[config.mk]
export PLATFORM = sky130hd
export DESIGN_NAME = bcidCounter
export DESIGN_NICKNAME = d
export VERILOG_FILES = /design/src/bcidCounter.sv
export VERILOG_INCLUDE_DIRS = /design/src
export SDC_FILE = /design/constraint.sdc
export NUM_CORES = 1
export LEC_CHECK = 0
export BUFFER_PORTS_ARGS = -buffer_cell sky130_fd_sc_hd__buf_2
export CAP_MARGIN = 20
export CORE_AREA = 2 2 39 41
export CTS_CLUSTER_DIAMETER = 40
export DETAILED_ROUTE_END_ITERATION = 8
export DIE_AREA = 0 0 41 43
export GPL_ROUTABILITY_DRIVEN = 0
export PLACE_DENSITY = 0.48
export SLEW_MARGIN = 0
export SYNTH_ARGS = -nofsm -noshare
export SYNTH_HDL_FRONTEND = slang
export SYNTH_SLANG_ARGS = --single-unit
[constraint.sdc]
create_clock -name ClkBx -period 2.2 [get_ports ClkBx]
set_input_delay 0.44 -clock ClkBx [delete_from_list [all_inputs] [get_ports ClkBx]]
set_output_delay 0.44 -clock ClkBx [all_outputs]
set_load 0.02 [all_outputs]
[src/monopix_params.svh]
`ifndef MONOPIX_PARAMS_SVH
`define MONOPIX_PARAMS_SVH

// Readout geometry
`define MP_FLAVORS 4
`define MP_COLS 4

// Gray stamp width with the counter wrapping at 64
`define MP_BCID_BITS 6

// Default image for the configuration chain
`define MP_DEF_EN_FLAVOR 4'hF   // All flavours read out
`define MP_DEF_EN_HITOR 4'h0    // Hit-OR outputs quiet

`endif

[src/bcidCounter.sv]
`timescale 1ns/10ps
`include "monopix_params.svh"

module bcidCounter (
    input  logic                     ClkBx,
    input  logic                     reset_ff,
    input  logic                     resetBcid,
    output logic [`MP_BCID_BITS-1:0] bcidGray
);

    logic                     resetStage;   // Crossing reset delayed by one cycle
    logic [`MP_BCID_BITS-1:0] bcidBin;

    always_ff @(posedge ClkBx) begin
        if (reset_ff) begin
            resetStage <= 1'b0;
        end else begin
            resetStage <= resetBcid;
        end
    end

    always_ff @(posedge ClkBx) begin
        if (reset_ff || resetStage) begin
            bcidBin <= '0;
        end else begin
            bcidBin <= bcidBin + 1'b1;   // Wraps naturally
        end
    end

    assign bcidGray = (bcidBin >> 1) ^ bcidBin;

endmodule

==> metrics.md <==
| Metric | Value |
|---|---|
| Final hold vios | 0 |
| Die Wd | approximately 40 µm |
| Slew @ Worst Pin | around 0.19 ns |
| CP Class | reg2out |
| Number of global-route vias before repair | 221 |
| Hold Crit Start | reset_ff |
| Starting Density | 23.5% |
| Clock tree from TritonCTS | done |
| R2R depth | 3 |
| Maximum VDD drop | 0.000313 V |
| Yosys cell types | 16 |
| Commonest cells in the netlist | dfxtp_1, ha_1, nor2_1 |
| RSZ-0062 raised after global routing | no |
| Largest net degree at the start of global routing | 6 |
| Final instance area | 404 µm² |
| Startpoint types | flip-flop |
| Status | finished, final reports clean |
| Core region area | around 0.0014 mm² |
| Slew Limit Fails | 0 |
| CP Data Required Time | around 1.8 ns |
| Setup TNS | 0 ns |
| Synthesized instance count | 30 |
| CP cell instances | ha_1 > buf_2 |
| Flops & latches, synth | 7 |
| Clock sink total | 7 |
| Final nets | 49 |
| Crit-path max cell delay | 0.39 ns |
| Hold Crit Endpoint | resetStage |
| CP top delay family | flip-flops |
| Total of max-cap violations | 0 |
| Ranking of synthesized cells by area | dfxtp_1, ha_1, a21bo_2 |
| IO Pins | 9 |
| Antenna diodes | 0 |
| Critical path endpoint category | output pin |
| Vias per Instance | about 4.2 |
| Async S/R FF share, synth | 0% |
| Cts hold-fix bufs | 0 |
| WL/cell | 9.09 µm |
| Total track usage | under 10% |
| Post-synthesis instance area | 325 µm² |
| DR vias | 241 |
| DR pass1 iterations | 1 |
| CP max FO | 5 |
| Reg-to-reg endpoint | bcidBin[5] |
| Post-DP Area | 378 µm² |
| Root buffer cell | clkbuf_4 |
| Area Growth Syn to Fin | 24.2% |
| CTS Buf Count | 3 |
| Leakage | 0.204 nW |
| Tcrit/Tclk final | 68.5% |
| Fmax | between 600 and 700 MHz |
| Power density cells | 682 mW/mm² |
| Worst path arrival time | 1.07 ns |
| Worst skew pair latency | roughly 0.25 ns |
| Critical path's slowest cell | dfxtp_1 |
| Hold Path Cell Cnt | 2 |
| Final WL | 518 µm |
| Die Span Y | ~43 µm |
| Synth warn | 0 |
| Worst Hold Class | in2reg |
| Final ANT Viol Nets | 0 |
| Die footprint | approximately 0.0018 mm² |
| # Post-CTS Setup Buffers | 0 |
| R2R setup slack | 1.10 ns |
| First-pass GRT wire length | 924 µm |
| Post-synth EDFFs | 0 |
| Sequential fraction of the synthesis area | 43.1% |
| Final min period | around 1.5 ns |
| Max Root-Sink Buffers | 2 |
| Synth area leader | dfxtp_1 |
| Syn_nets | 37 |
| Rel. slew slack | a little under 90% |
| DRT iter0 DRCs | 0 |
| CTS resizes | 0 |
| # rows | 14 |
| Most numerous cell in the Yosys netlist | dfxtp_1 |
| # DRC | 0 |
| Share of layout cells above drive strength 1 | between 30% and 40% |
| H-tree depth | 1 |
| Global route total overflow | 0 |
| Initial antenna violation count | 0 |
| Ys flop type | dfxtp_1 |
| Pwr Total | around 280 µW |
| IO Port Bufs | 8 |
| Clock-pin slew on the worst setup and hold paths | roughly 0.05 ns |
| Synth top area share | 43.1% |
| Clk_skew | 0.000346 ns |
| Syn_area_per_cell | 10.8 µm² |
| Final setup viols | 0 |
| Util after Layout | 29.2% |
| R2R Path Start | bcidBin[2] |
| Bufs and invs on worst path | 1 |
## cell usage in the layout (no fill, tap or decap), drive strengths merged
| cell | count |
|---|---|
| xnor2 | 1 |
| mux2 | 1 |
| dfxtp | 7 |
| nand3b | 2 |
| nor3 | 1 |
| nor3b | 1 |
| xor2 | 1 |
| buf | 8 |
| nor2b | 1 |
| a21bo | 2 |
| or2 | 1 |
| nand3 | 1 |
| nor2 | 3 |
| a21oi | 2 |
| ha | 4 |
| clkbuf | 4 |
| inv | 1 |
## per-layer routing
metal | global-route usage, % | vias up | routed length (µm)
met1 | 10.4 | 107 | 234
met5 | 0 | - | 0
met2 | 9.69 | 5 | 233
li1 | - | 127 | -
met3 | 3.14 | 2 | 38
met4 | 10.0 | 0 | 11
## per-stage QoR
stage,hold WS [ns],cells,setup slack [ns]
after floorplan,0.452,30,1.04
after global placement,0.473,53,0.967
after detailed placement,0.480,53,0.957
after CTS,0.384,57,0.677
after global routing,0.391,57,0.636
final,0.390,57,0.694
## final cells by class
type	instances	area (µm²)
fill	154	980
multi-input combinational	21	174
sequential	7	140
timing repair buffer	8	40.0
clock buffer	4	26.3
tap	16	20.0
inverter	1	3.75
## power by group
| part | switching [mW] | leakage, nW | internal (mW) |
|---|---|---|---|
| logic | 0.0153 | 0.132 | 0.00970 |
| registers | 0.00369 | 0.0571 | 0.131 |
| clock network | 0.0464 | 0.0150 | 0.0692 |
## registers in the layout, summed over array words and instances, names as in the netlist
| name | flops |
|---|---|
| bcidBin | 6 |
| resetStage | 1 |
## worst max path at each step
stage          cells after the start  slack, ns           to        from
2_1_floorplan                      1       1.04  bcidGray[0]  bcidBin[0]
3_3_place_gp                       2       0.97  bcidGray[0]  bcidBin[0]
3_5_place_dp                       2       0.96  bcidGray[0]  bcidBin[0]
4_1_cts                            2       0.68  bcidGray[0]  bcidBin[0]
5_1_grt                            2       0.64  bcidGray[0]  bcidBin[0]
6_report                           2       0.69  bcidGray[0]  bcidBin[0]
## cells by family after synthesis
family | count (synthesis) | share of synthesized area [%]
flops | 7 | 43.1
fa+ha+maj | 4 | 15.4
compound gates | 4 | 9.23
simple gates | 10 | 18.8
mux | 1 | 4.61
xor+xnor | 2 | 5.39
buf+inv | 2 | 3.46
Power figures use the tool's default switching activity.
