$ cat src/monopix_params.svh
`ifndef MONOPIX_PARAMS_SVH
`define MONOPIX_PARAMS_SVH

// Readout geometry
`define MP_FLAVORS 4
`define MP_COLS 4

// Gray stamp width with the counter wrapping at 64
`define MP_BCID_BITS 6

// Default image for the configuration chain
`define MP_DEF_EN_FLAVOR 4'hF   // All flavours read out
`define MP_DEF_EN_HITOR 4'h0    // Hit-OR outputs quiet

`endif

$ cat src/monopixPkg.sv
`include "monopix_params.svh"

package monopixPkg;

    // Applied configuration image with enFlavor at the MSB end
    typedef struct packed {
        logic [`MP_FLAVORS-1:0] enFlavor;
        logic [`MP_FLAVORS-1:0] enHitOr;
        logic [`MP_FLAVORS-1:0][`MP_COLS-1:0] pulseSel;   // Injection column select
    } tConf;

    // One hit as it leaves the chip
    typedef struct packed {
        logic [$clog2(`MP_FLAVORS)-1:0] flavor;
        logic [$clog2(`MP_COLS)-1:0] col;
        logic [`MP_BCID_BITS-1:0] bcid;   // Gray coded
    } tHitWord;

    // Serial configuration controls
    typedef struct packed {
        logic shiftEn;
        logic load;
        logic defConf;
        logic si;
    } tConfCtl;

    // Wishbone classic master side for writes only
    typedef struct packed {
        logic cyc;
        logic stb;
        tHitWord dat;
    } tBusReq;

endpackage

$ cat src/confShiftReg.sv
`timescale 1ns/10ps
`include "monopix_params.svh"

module confShiftReg import monopixPkg::*; (
    input  logic    ClkBx,
    input  logic    reset_ff,
    input  tConfCtl confCtl,
    output tConf    conf,
    output logic    confSo
);

    localparam int ConfBits = $bits(tConf);

    // Power-up image
    localparam tConf DefaultConf = '{
        enFlavor: `MP_DEF_EN_FLAVOR,
        enHitOr:  `MP_DEF_EN_HITOR,
        pulseSel: '0
    };

    logic [ConfBits-1:0] shiftReg;

    // Serial chain with the new bit entering at the LSB
    always_ff @(posedge ClkBx) begin
        if (reset_ff) begin
            shiftReg <= '0;
        end else if (confCtl.shiftEn) begin
            shiftReg <= {shiftReg[ConfBits-2:0], confCtl.si};
        end
    end

    // Applied image
    always_ff @(posedge ClkBx) begin
        if (reset_ff) begin
            conf <= DefaultConf;
        end else if (confCtl.defConf) begin
            conf <= DefaultConf;   // Default load wins over load
        end else if (confCtl.load) begin
            conf <= tConf'(shiftReg);   // Chain contents before this edge
        end
    end

    // Readback from the far end of the chain
    assign confSo = shiftReg[ConfBits-1];

endmodule

$ cat config.mk
export PLATFORM = sky130hd
export DESIGN_NAME = confShiftReg
export DESIGN_NICKNAME = d
export VERILOG_FILES = /design/src/monopixPkg.sv /design/src/confShiftReg.sv
export VERILOG_INCLUDE_DIRS = /design/src
export SDC_FILE = /design/constraint.sdc
export NUM_CORES = 1
export LEC_CHECK = 0
export BUFFER_PORTS_ARGS = -buffer_cell sky130_fd_sc_hd__buf_2
export CORE_MARGIN = 5
export CORE_UTILIZATION = 58
export CTS_CLUSTER_DIAMETER = 120
export DETAILED_ROUTE_END_ITERATION = 16
export GPL_TIMING_DRIVEN = 1
export PLACE_DENSITY = 0.79
export SYNTH_ARGS = -nofsm -noshare
export SYNTH_HDL_FRONTEND = slang
export SYNTH_SLANG_ARGS = --single-unit
$ cat constraint.sdc
create_clock -name ClkBx -period 2.3 [get_ports ClkBx]
set_input_delay 0.23 -clock ClkBx [delete_from_list [all_inputs] [get_ports ClkBx]]
set_output_delay 0.23 -clock ClkBx [all_outputs]
set_load 0.1 [all_outputs]
==> impl_metrics.toml <==
[worst_setup_path]
crit_required_ns = 2.07
cp-start-kind = "flip-flop"
cp.depth = 1
cp-end-kind = "primary output"
reg2reg_slack_ns = 1.60
cp_slowest_cell = "buf_2"
critPathTopFamily = "buffers and inverters"
crit_fanout = 2
reg2reg_depth = 2
cp.arrival_ns = 1.15
critPathMaxStageDelay_ns = 0.43
worst-setup-path-type = "flip-flop to primary output"
crit_chain = "buf_2"
critPathBufInv = 1

[power_and_ir_drop]
swShare = 0.235
ir_worst_vdd_uv = 566
p_int_w = 0.00102
pwr_density_cell_nw_per_um2 = 703
p_leak_nw = 0.901
total_power_w = 0.00133
combPwrFrac = 0.072
pwr-share-seq = 0.634
p_sw_w = 0.000312
pwr-share-clk = 0.295

[yosys]
yosysUniqueCellTypes = 9
yosys.area.top_type = "dfxtp_1"
ys_ff_latch = 48
synthCells = 157
synth_fp_nets = 163
yosys-top-cells-area = "dfxtp_1, mux2i_1, nor2_1"
synth_warnings = 0
syn_area_sq_um = 1730
ys_seq_area_frac = 0.555
synth_top_area_frac = 0.555
syn_area_per_cell_sq_um = 11.0

[clock_tree]
root_buffer = "clkbuf_4"
clk_pin_slew_ns = 0.13
hold_buffers = 0
clock_latency_ns = 0.35
cts.repair.resized = 0
tritoncts = "done"
cts.sink_count = 48
cts.htree.levels = 2
cts_buffer_depth = 2
cts_setup_buffers = 0
cts_buffers = 5

[drt]
dr.pass1.iters = 4
detail_route.wl_per_cell_um = 12.8
ant_nets = 0
vias_per_cell = 5.19
drt_iter0_drc = 43
via_count = 1116
wl_um = 2760
drcViolationCount = 0

[place]
io_buffers = 30
place_ws_ns = 1.02
hpwl_um = 1930
place_congestion = 0.700

[timing]
slew_violations = 0
slew_headroom = 0.542
fmax_mhz = 727
setup-violations-final = 0
fin_ws_ns = 0.925
fin_crit_sh = 0.598
holdWs_ns = 0.117
finalSetupTns_ns = 0
tightest_slew_ns = 0.687
fin_crit_ns = 1.38
rsz0062_at_grt = "no"
final_hold_viol_count = 0
fin_worst_skew_ns = 0.0126

[die]
initial_core_util = 0.617
fp.coreArea_sq_um = 2810
io_pins = 31
dieArea_sq_um = 4180
die_w_um = 64.6
die-height_um = 64.6
fp-row-count = 19

[final_layout]
fillers = 241
antenna_cells = 0
syn2layout_area_growth_pct = 9.11
drive_above_1_share = 0.212
most-common-layout-cells = "mux2i_1, dfxtp_1, nor2_1"
layout.nets = 189

[grt]
grt_pass1_vias = 1089
antenna_found_initial = 0
grt_pass1_wl_um = 4910
grt_start_max_net_pins = 27
gr-usage-all-layers = 0.149
grt_overflow = 0

[min_path]
holdPathStages = 3
hold_path_class = "input port to flip-flop"

[run]
maxCapViolations = 0

[outcome]
status = "finished clean"
-- routing by layer --
metal,GRT usage,vias to the layer above,wire length (um)
met5,0,-,0
met4,0.0449,0,9
met3,0.0604,2,155
met2,0.244,26,1390
met1,0.179,522,1210
li1,-,566,-
-- area by class of cell --
class,count,area (sq um),share of cell area
sequential,48,961,0.509
multi-input combinational,98,676,0.358
timing repair buffer,30,150,0.0795
clock buffer,7,55.1,0.0292
tap,31,38.8,0.0205
clock inverter,1,7.51,0.00398
-- cells by family (layout without fill, tap and decap cells) --
group | after synthesis | count (layout) | synth area share
simple gates | 50 | 50 | 0.113
mux | 48 | 48 | 0.278
flops | 48 | 48 | 0.555
buf+inv | 11 | 38 | 0.0542
-- final timing paths --
path,to,start
max,conf[21],conf[21]
min,conf[22],confCtl[1]
max reg2reg,shiftReg[7],shiftReg[7]
min reg2reg,conf[23],conf[23]
-- sequential cells by signal, indices dropped and copies added (netlist names) --
signal    flops
shiftReg     24
conf         24
-- power by group through the flow --
| stage | combinational [W] | clock (W) | sequential, W |
|---|---|---|---|
| floorplan | 0.0000642 | 0 | 0.000887 |
| global placement | 0.0000938 | 0 | 0.000859 |
| detailed placement | 0.0000959 | 0 | 0.000860 |
| global route | 0.000102 | 0.000456 | 0.000843 |
| finish | 0.0000951 | 0.000391 | 0.000841 |
| CTS | 0.0000959 | 0.000409 | 0.000841 |
-- metrics by stage --
step	util	cells	instance area [sq um]
3_3_place_gp	0.651	207	1830
5_1_grt	0.673	215	1890
6_report	0.673	215	1890
2_1_floorplan	-	157	1730
4_1_cts	0.673	215	1890
3_5_place_dp	0.651	207	1830
-- cell usage after synthesis --
| library cell | instances |
|---|---|
| or2_4 | 1 |
| nor2_2 | 1 |
| buf_4 | 4 |
| dfxtp_1 | 48 |
| buf_6 | 5 |
| nand2_1 | 4 |
| mux2i_1 | 48 |
| nor2_1 | 44 |
| clkbuf_1 | 2 |
No activity file was read; power rests on OpenSTA's default activity.
