[config.mk]
export PLATFORM = sky130hd
export DESIGN_NAME = hitCollector
export DESIGN_NICKNAME = d
export VERILOG_FILES = /design/src/monopixPkg.sv /design/src/hitCollector.sv
export VERILOG_INCLUDE_DIRS = /design/src
export SDC_FILE = /design/constraint.sdc
export NUM_CORES = 1
export LEC_CHECK = 0
export CAP_MARGIN = 10
export CORE_MARGIN = 2
export CORE_UTILIZATION = 55
export CTS_CLUSTER_SIZE = 12
export DETAILED_ROUTE_END_ITERATION = 12
export DONT_BUFFER_PORTS = 1
export PLACE_DENSITY = 0.71
export SYNTH_ARGS = -nofsm -noshare
export SYNTH_HDL_FRONTEND = slang
export SYNTH_SLANG_ARGS = --single-unit
[constraint.sdc]
create_clock -name ClkBx -period 3.4 [get_ports ClkBx]
set_input_delay 0.17 -clock ClkBx [delete_from_list [all_inputs] [get_ports ClkBx]]
set_output_delay 0.17 -clock ClkBx [all_outputs]
set_load 0.005 [all_outputs]
[src/monopix_params.svh]
`ifndef MONOPIX_PARAMS_SVH
`define MONOPIX_PARAMS_SVH

// Readout geometry
`define MP_FLAVORS 4
`define MP_COLS 4

// Gray stamp width with the counter wrapping at 64
`define MP_BCID_BITS 6

// Default image for the configuration chain
`define MP_DEF_EN_FLAVOR 4'hF   // All flavours read out
`define MP_DEF_EN_HITOR 4'h0    // Hit-OR outputs quiet

`endif

[src/monopixPkg.sv]
`include "monopix_params.svh"

package monopixPkg;

    // Applied configuration image with enFlavor at the MSB end
    typedef struct packed {
        logic [`MP_FLAVORS-1:0] enFlavor;
        logic [`MP_FLAVORS-1:0] enHitOr;
        logic [`MP_FLAVORS-1:0][`MP_COLS-1:0] pulseSel;   // Injection column select
    } tConf;

    // One hit as it leaves the chip
    typedef struct packed {
        logic [$clog2(`MP_FLAVORS)-1:0] flavor;
        logic [$clog2(`MP_COLS)-1:0] col;
        logic [`MP_BCID_BITS-1:0] bcid;   // Gray coded
    } tHitWord;

    // Serial configuration controls
    typedef struct packed {
        logic shiftEn;
        logic load;
        logic defConf;
        logic si;
    } tConfCtl;

    // Wishbone classic master side for writes only
    typedef struct packed {
        logic cyc;
        logic stb;
        tHitWord dat;
    } tBusReq;

endpackage

[src/hitCollector.sv]
`timescale 1ns/10ps
`include "monopix_params.svh"

module hitCollector import monopixPkg::*; (
    input  logic                           ClkBx,
    input  logic                           reset_ff,
    input  logic [$clog2(`MP_FLAVORS)-1:0] flavor,
    input  logic                           enable,
    input  logic                           enHitOr,
    input  logic [`MP_COLS-1:0]            pulseSel,
    input  logic [`MP_COLS-1:0]            hits,
    input  logic                           pulse,
    input  logic [`MP_BCID_BITS-1:0]       bcidGray,
    output tBusReq                         busReq,
    input  logic                           busAck,
    output logic                           hitOr
);

    localparam int ColW = $clog2(`MP_COLS);

    logic [`MP_COLS-1:0]      effHits;
    logic [`MP_COLS-1:0]      newHits;
    logic [`MP_COLS-1:0]      pending;
    logic [`MP_COLS-1:0]      remain;       // Pending after this cycle's ack
    logic [`MP_BCID_BITS-1:0] stamps [`MP_COLS];
    logic                     busy;         // Word on the bus
    logic [ColW-1:0]          selCol;
    logic [ColW-1:0]          nextCol;

    // Sensor hits plus charge injection
    assign effHits = hits | ({`MP_COLS{pulse}} & pulseSel);
    assign hitOr   = enHitOr & (|effHits);

    always_comb begin
        remain = pending;
        if (busy && busAck) begin
            remain[selCol] = 1'b0;
        end
        nextCol = '0;
        for (int c = `MP_COLS - 1; c >= 0; c--) begin
            if (remain[c]) begin
                nextCol = ColW'(c);   // Lowest pending column ends up here
            end
        end
    end

    // A hit on a column still pending is dropped
    assign newHits = enable ? (effHits & ~remain) : '0;

    always_ff @(posedge ClkBx) begin
        for (int c = 0; c < `MP_COLS; c++) begin
            if (newHits[c]) begin
                stamps[c] <= bcidGray;   // Stamp seen before the edge
            end
        end
    end

    always_ff @(posedge ClkBx) begin
        if (reset_ff) begin
            pending <= '0;
            busy    <= 1'b0;
            selCol  <= '0;
        end else begin
            pending <= remain | newHits;
            if (!busy || busAck) begin
                busy   <= |remain;   // Chain straight into the next word
                selCol <= nextCol;
            end
        end
    end

    // Held stable until ack since selCol only moves on ack
    always_comb begin
        busReq.cyc        = busy;
        busReq.stb        = busy;
        busReq.dat.flavor = flavor;
        busReq.dat.col    = selCol;
        busReq.dat.bcid   = stamps[selCol];
    end

endmodule

==> metrics.sh, run 1 <==
PLACE_CONGESTION=0.810
MULTI_INPUT_COMB_AREA_UM2=385
FILLERS=175
DESIGN.PORTCOUNT=35
GR-TOTAL-OVERFLOW=0
PLACE.DETAILED.HPWL_UM=1590
SYNTH.DISTINCT_CELLS=26
TIMING.CRITICAL_PATH.TO_TYPE='flip-flop'
POST-SYNTH-TOP-AREA-CELL='edfxtp_1'
WORST-PATH-MAX-FANOUT=6
FINALMAXSLEWVIOLATIONS=0
SYNTH_AREA_UM2=1330
MAPPEDNETLISTNETS=108
POWER.LEAKAGE_nW=0.502
REMAINING_DRCS=0
RUN_STATUS='finished, final reports clean'
MAX-CLOCK-PATH-BUFFERS=2
SETUP_TNS_FINAL_NS=0
HOLD_PATH.STARTPOINT='enable'
RSZ0062_AT_GRT='false'
ANTENNA_CELLS=0
SYNTH_SEQUENTIAL_AREA_RATIO_PCT=67.8
MIN_TO='pending[3]$_SDFF_PP0_'
POSTCTSSETUPREPAIRBUFS=0
SYNTH_EDF_COUNT=24
PLACE_AREA_UM2=1330
R2R_START='busy$_SDFFE_PP0N_'
POST_SYNTH_MAIN_AREA_CONTRIBUTORS='edfxtp_1 (54%), dfxtp_1 (14%), mux4_2 (10%)'
FIRST_GLOBAL_VIAS=815
POWER_W=0.000768
LAYOUT.CELLS.MOST_COMMON='edfxtp_1'
TIGHTESTPINTRANSITION_NS=0.774
DRTANTENNAVIOLNETS=0
YS.FLOP_TYPE='edfxtp_1'
FINALCRITICALPERIOD_NS=1.78
PATH_TYPE_OF_THE_WORST_MIN_DELAY_PATH='primary input to flip-flop'
PORTBUFFERS=0
DETAILEDROUTE.FIRSTITERATIONVIOLATIONS=17
REPORT.FINAL.HOLD_VIOL_COUNT=0
DIE_HEIGHT_UM=53.2
AREA_GROWTH_SYN_TO_LAYOUT_PCT=11.0
DETAIL_ROUTE.WL_PER_CELL_UM=17.8
FIRST_PASS_GRT_WIRE_LENGTH_UM=3660
CTSHTREEMAXLEVEL=2
SETUP_VIOLATIONS=0
FINAL_CELL_MIX='edfxtp_1 (24), dfxtp_1 (9), dlygate4sd3_1 (9), mux4_2 (6), a21oi_1 (6)'
TRITONCTS='built'
WORSTSETUPSTARTPOINTTYPE='flip-flop'
GRT_MAX_DEGREE=11
SYNTH_LARGEST_TYPE_AREA_FRACTION_PCT=54.2
CRIT_REQUIRED_NS=3.36
POSTSYNTH.ASYNCRESETSHARE_PCT=0
LAYOUT_WORST_PATH_CYCLE_SHARE_PCT=52.5
WORST_CLOCK_SKEW_NS=0.0183
FINALINSTANCEAREA_UM2=1480
ANTENNA_VIOLATIONS_BEFORE_REPAIR=0
POST_SYNTH.CELL_AREA_AVG_UM2=15.5
FLOORPLAN.CORE_AREA_UM2=2250
IR_DROP_uV=364
POWER_DENSITY_nW_PER_UM2=521
WORSTSETUPPATHTYPE='flip-flop to flip-flop'
MAXCAPVIOLATIONS=0
FF2FF_PATH_DEPTH=3
DETAILROUTE.VIA_COUNT=749
CTS_HOLD_REPAIR.BUFFERS=9
POSTSYNTHCELLCOUNT=86
GRT_USAGE_PCT=19.8
FINAL_NETS=118
CLOCK_TREE.ROOT_CELL='clkbuf_4'
INSERTION_DELAY_NS=0.33
POST_CTS.RESIZED_INSTANCES=0
MAX_CLOCK_FREQ_MHz=561
LAYOUT-DRIVE-GT1-SHARE_PCT=15.5
FLOORPLAN.INITIALDENSITY_PCT=58.9
SETUP_CRIT_START='busy$_SDFFE_PP0N_'
FINAL-SEQ-AREA_UM2=901
YOSYS_WARNINGS=0
TIMING.MAX_SLEW.REL_SLACK_PCT=48.4
DETAIL_ROUTE.FIRST_PASS.ITERATIONS=4
FF2FF_SETUP_SLACK_NS=1.62
HOLD-PATH-CELL-COUNT=2
WORST_SETUP_HOLD_PATH_CLK_SLEW_NS=0.10
FP.DIEW_UM=53.2
YOSYS_REGISTER_BITS=33
VIAS_PER_CELL=5.99
DIE_AREA_UM2=2820
ROW_COUNT=17
TIMING.RR.END='stamps[0][2]$_DFFE_PP_'
CLOCK_SINK_COUNT=33
CP.ARRIVAL_NS=1.75
ROUTED_WIRELENGTH_UM=2230
CTS_MADE_BUFFERS=5
## routing by layer
metal / part of all wire [%] / GRT usage [%] / vias up
met4: 2.7 / 10.3 / 0
met5: 0 / 0 / -
li1: - / - / 354
met1: 39 / 22.7 / 353
met3: 7.7 / 7.63 / 7
met2: 50 / 31.9 / 35
## worst max-delay path: stages (launching register included)
cell	delay (ns)
dfxtp_1	0.45
nand3b_1	0.15
o21ai_0	0.29
nor2b_1	0.52
## flip-flops by register name (all words and copies together), names as in the netlist, named ones only
name	cells
pending	4
busy	1
stamps	24
selCol	2
## power by group
part	leakage [nW]	switching [W]	internal [W]
clock network	0.0357	0.000119	0.0000971
registers	0.300	0.0000188	0.000460
logic	0.166	0.0000333	0.0000398
total	0.502	0.000171	0.000597
## stage by stage
stage	hold WS, ns	std cells	setup slack, ns	util (%)
2_1_floorplan	0.269	86	1.93	-
3_3_place_gp	0.241	108	1.70	58.8
3_5_place_dp	0.242	108	1.63	58.8
4_1_cts	0.0168	125	1.61	65.4
5_1_grt	0.0144	125	1.46	65.4
6_report	0.0165	125	1.62	65.4
## synthesized netlist by cell type (2+ instances only)
| library cell | n |
|---|---|
| edfxtp_1 | 24 |
| nor2_1 | 3 |
| buf_4 | 4 |
| o21ai_0 | 3 |
| nor2b_1 | 5 |
| a21oi_1 | 6 |
| mux4_2 | 6 |
| dfxtp_1 | 9 |
| a32o_1 | 2 |
| a21o_1 | 4 |
| nand2_1 | 5 |
## worst max-delay path by stage
stage | end | slack (ns) | cells past startpoint
finish | stamps[0][2]$_DFFE_PP_ | 1.62 | 3
global route | stamps[0][2]$_DFFE_PP_ | 1.46 | 3
CTS | stamps[0][2]$_DFFE_PP_ | 1.61 | 3
detailed placement | stamps[0][0]$_DFFE_PP_ | 1.63 | 3
global placement | stamps[0][2]$_DFFE_PP_ | 1.70 | 3
floorplan | stamps[0][0]$_DFFE_PP_ | 1.93 | 3
## cells by family (layout without fill, tap and decap cells)
group / count (synthesis) / after routing / synth area share (%)
AOI/OAI and AO/OA: 20 / 20 / 9.89
DFF: 33 / 33 / 67.8
and+or+nand+nor: 18 / 18 / 6.97
muxes: 8 / 8 / 12.1
buffers and inverters: 7 / 18 / 3.20
## final cells by class
| type | instances | area share (%) |
|---|---|---|
| clock buffers | 6 | 3.48 |
| clock inverters | 2 | 0.594 |
| multi-input cells | 46 | 26.1 |
| inverters | 1 | 0.254 |
| repair buffers | 9 | 6.11 |
| flip-flops and latches | 33 | 61.1 |
| well taps | 28 | 2.37 |
Power figures use the tool's default switching activity.
==> inputs of run 2 (changes only) <==
Clock period 3.4 ns to 1.8 ns, I/O delays scaled along.
==> run 2 against run 1 <==
Compared with the run above:
- cell count is 3.2% higher
- non-clock buffer count increased by 4
- wire length shrank 1.8%
- clock power rose by 69%
- register-to-register slack worse by 1.4 ns
- sequential cell count unchanged
- worst hold slack improved by 0.0043 ns
- sequential share of layout area decreased by 0.77 points
- critical endpoint is now busReq[3]
- power grew 84%
==> metrics.sh, run 2 (synthesis results as in run 1) <==
SEQ_POWER_SHARE_PCT=63.8  # +1.5 points
RSZ0062_AT_GRT='false'
AREA_GROWTH_SYN_TO_LAYOUT_PCT=12.4
FINALMAXSLEWVIOLATIONS=0  # unchanged
PATH_TYPE_OF_THE_WORST_MIN_DELAY_PATH='primary input to flip-flop'
REMAINING_DRCS=0  # unchanged
COMBINATIONAL_POWER_SHARE_PCT=10.4  # +0.9 points
FP.DIEW_UM=53.2  # unchanged
DETAILEDROUTE.FIRSTITERATIONVIOLATIONS=10  # -7
POWER_DENSITY_nW_PER_UM2=948  # +82%
FINAL-SEQ-AREA_UM2=901  # unchanged
LARGESTREGISTERS='stamps: 24 flops, pending: 4 flops, selCol: 2 flops'
MULTI_INPUT_COMB_AREA_UM2=385  # unchanged
DRTANTENNAVIOLNETS=0  # unchanged
CELL_INTERNAL_POWER_W=0.00110  # +84%
SETUP_VIOLATIONS=0  # unchanged
DETAIL_ROUTE.FIRST_PASS.ITERATIONS=4  # unchanged
TIGHTESTPINTRANSITION_NS=0.397  # -0.377 ns
P_SW_SHARE_PCT=22.2  # -0.080 points
TRITONCTS='built'
GR-TOTAL-OVERFLOW=0  # unchanged
LARGEST_REG_FLOPS=24  # unchanged
IR_DROP_uV=532  # +46%
TIMING.CRITICAL_PATH.TO_TYPE='output pin'
PLACE_CONGESTION=0.778  # -4.0%
CP_SLOWEST_CELL='mux4_2'
CP.ARRIVAL_NS=1.48  # -0.27 ns
CLOCK_SINK_COUNT=33  # unchanged
PLACE.DETAILED.HPWL_UM=1570  # -1.2%
POWER.SWITCHING_W=0.000315  # +84%
MAX_CLOCK_FREQ_MHz=636
PORTBUFFERS=0  # unchanged
POWER_W=0.00142  # +84%
CRITICAL_PATH_BUF_INV_COUNT=0  # unchanged
CRIT_REQUIRED_NS=1.71  # -1.65 ns
POWER.LEAKAGE_nW=0.514  # +2.4%
SETUP_TNS_FINAL_NS=0  # unchanged
INSERTION_DELAY_NS=0.33  # about the same
FIRST_GLOBAL_VIAS=797  # -2.2%
LAYOUT_WORST_PATH_CYCLE_SHARE_PCT=87.3
SHARE_CLK_OF_TOTAL_POWER_PCT=25.8  # -2.4 points
ROW_COUNT=17  # unchanged
MAXCAPVIOLATIONS=0  # unchanged
FIRST_PASS_GRT_WIRE_LENGTH_UM=3460  # -5.7%
WORSTSETUPPATHTYPE='flip-flop to output pin'
LAYOUT-DRIVE-GT1-SHARE_PCT=16.8  # +1.4 points
CLOCK_TREE.ROOT_CELL='clkbuf_4'
WORST-PATH-MAX-FANOUT=6  # unchanged
FLOORPLAN.CORE_AREA_UM2=2250  # unchanged
DIE_AREA_UM2=2820  # unchanged
FLOORPLAN.INITIALDENSITY_PCT=58.9  # unchanged
CTS_MADE_BUFFERS=5  # unchanged
CP_SLOWEST_STAGE_DELAY_NS=0.58  # +0.06 ns
GRT_USAGE_PCT=19.5  # -0.31 points
LAYOUT.CELLS.MOST_COMMON='edfxtp_1'
FINAL.HOLD.WORST_SLACK_NS=0.0208  # +0.00433 ns
PLACE_AREA_UM2=1360  # +2.3%
GRT_MAX_DEGREE=11  # unchanged
RUN_STATUS='finished, final reports clean'
DETAILROUTE.VIA_COUNT=747  # -0.27%
REPORT.FINAL.HOLD_VIOL_COUNT=0  # unchanged
LARGEST_REGISTER='stamps'
DIE_HEIGHT_UM=53.2  # unchanged
WORST_SETUP_HOLD_PATH_CLK_SLEW_NS=0.09  # about the same
DESIGN.PORTCOUNT=35  # unchanged
VIAS_PER_CELL=5.79  # -3.4%
WORSTSETUPSTARTPOINTTYPE='flip-flop'
ROUTED_WIRELENGTH_UM=2190  # -1.8%
FINALINSTANCEAREA_UM2=1490  # +1.3%
PLACED_CELLS=112  # +3.7%
CRIT_PATH_CELL_TRACE='mux4_2'
WORST_CLOCK_SKEW_NS=0.00635  # -0.0120 ns
CTSHTREEMAXLEVEL=2  # unchanged
FINALCRITICALPERIOD_NS=1.57
FILLERS=176  # +0.57%
ANTENNA_CELLS=0  # unchanged
TIMING.MAX_SLEW.REL_SLACK_PCT=73.5  # +25 points
MAX-CLOCK-PATH-BUFFERS=2  # unchanged
LAYOUT.CELLS.NON_FILLER=129  # +3.2%
FINAL_CELL_MIX='edfxtp_1 (24), dfxtp_1 (9), dlygate4sd3_1 (9), mux4_2 (6), a21oi_1 (6)'
CP_TOP_FAMILY='multiplexers'
ANTENNA_VIOLATIONS_BEFORE_REPAIR=0  # unchanged
DETAIL_ROUTE.WL_PER_CELL_UM=16.9  # -4.8%
FINAL_NETS=122  # +3.4%
-- run 2: cell types whose count changed in the layout (fill, tap and decap cells not counted) --
cell      before  now
clkbuf_1       0    2
clkinv_2       1    0
buf_4          0    4
clkbuf_8       1    0
-- run 2: what timing repair did --
| item | CTS | global route |
|---|---|---|
| setup buffers | 0 | 0 |
| endpoints found under the hold margin | 29 | 0 |
| resized for setup | 0 | 0 |
| hold buffers | 9 | 0 |
-- run 2: layout make-up --
type	instances	share of cell area, %
tap	28	2.35
multi-input combinational	46	25.8
sequential	33	60.3
clock inverter	1	0.251
timing repair buffer	13	8.04
clock buffer	7	3.02
inverter	1	0.251
-- run 2: worst paths after layout --
kind                          startpoint                     to  slack, ns  depth (start not counted)
setup reg to reg  selCol[0]$_SDFFE_PP0N_  pending[1]$_SDFF_PP0_       0.24                          4
setup / recovery               flip-flop              busReq[3]       0.23                          1
hold reg to reg    pending[3]$_SDFF_PP0_  pending[3]$_SDFF_PP0_       0.51                          2
hold / removal                  reset_ff              flip-flop       0.02                          2
-- run 2: power groups by stage --
| stage | Sequential, W | Clock [W] | Combinational (W) |
|---|---|---|---|
| 5_1_grt | 0.000911 | 0.000412 | 0.000161 |
| 2_1_floorplan | 0.000905 | 0 | 0.000118 |
| 6_report | 0.000903 | 0.000366 | 0.000147 |
| 4_1_cts | 0.000905 | 0.000381 | 0.000148 |
| 3_3_place_gp | 0.000920 | 0 | 0.000122 |
| 3_5_place_dp | 0.000923 | 0 | 0.000124 |
-- run 2: layer usage --
| layer | part of all wire [%] | GRT usage (%) | up-vias |
|---|---|---|---|
| met5 | 0 | 0 | - |
| met4 | 2.6 | 14.1 | 0 |
| met3 | 8.2 | 6.78 | 7 |
| met2 | 53 | 34.8 | 38 |
| met1 | 36 | 17.9 | 339 |
| li1 | - | - | 363 |
-- run 2: per-stage QoR --
step	utilization [%]	setup slack [ns]
finish	66.3	0.229
global placement	60.1	0.365
CTS	66.3	0.176
floorplan	-	0.328
global route	66.3	0.106
detailed placement	60.1	0.340
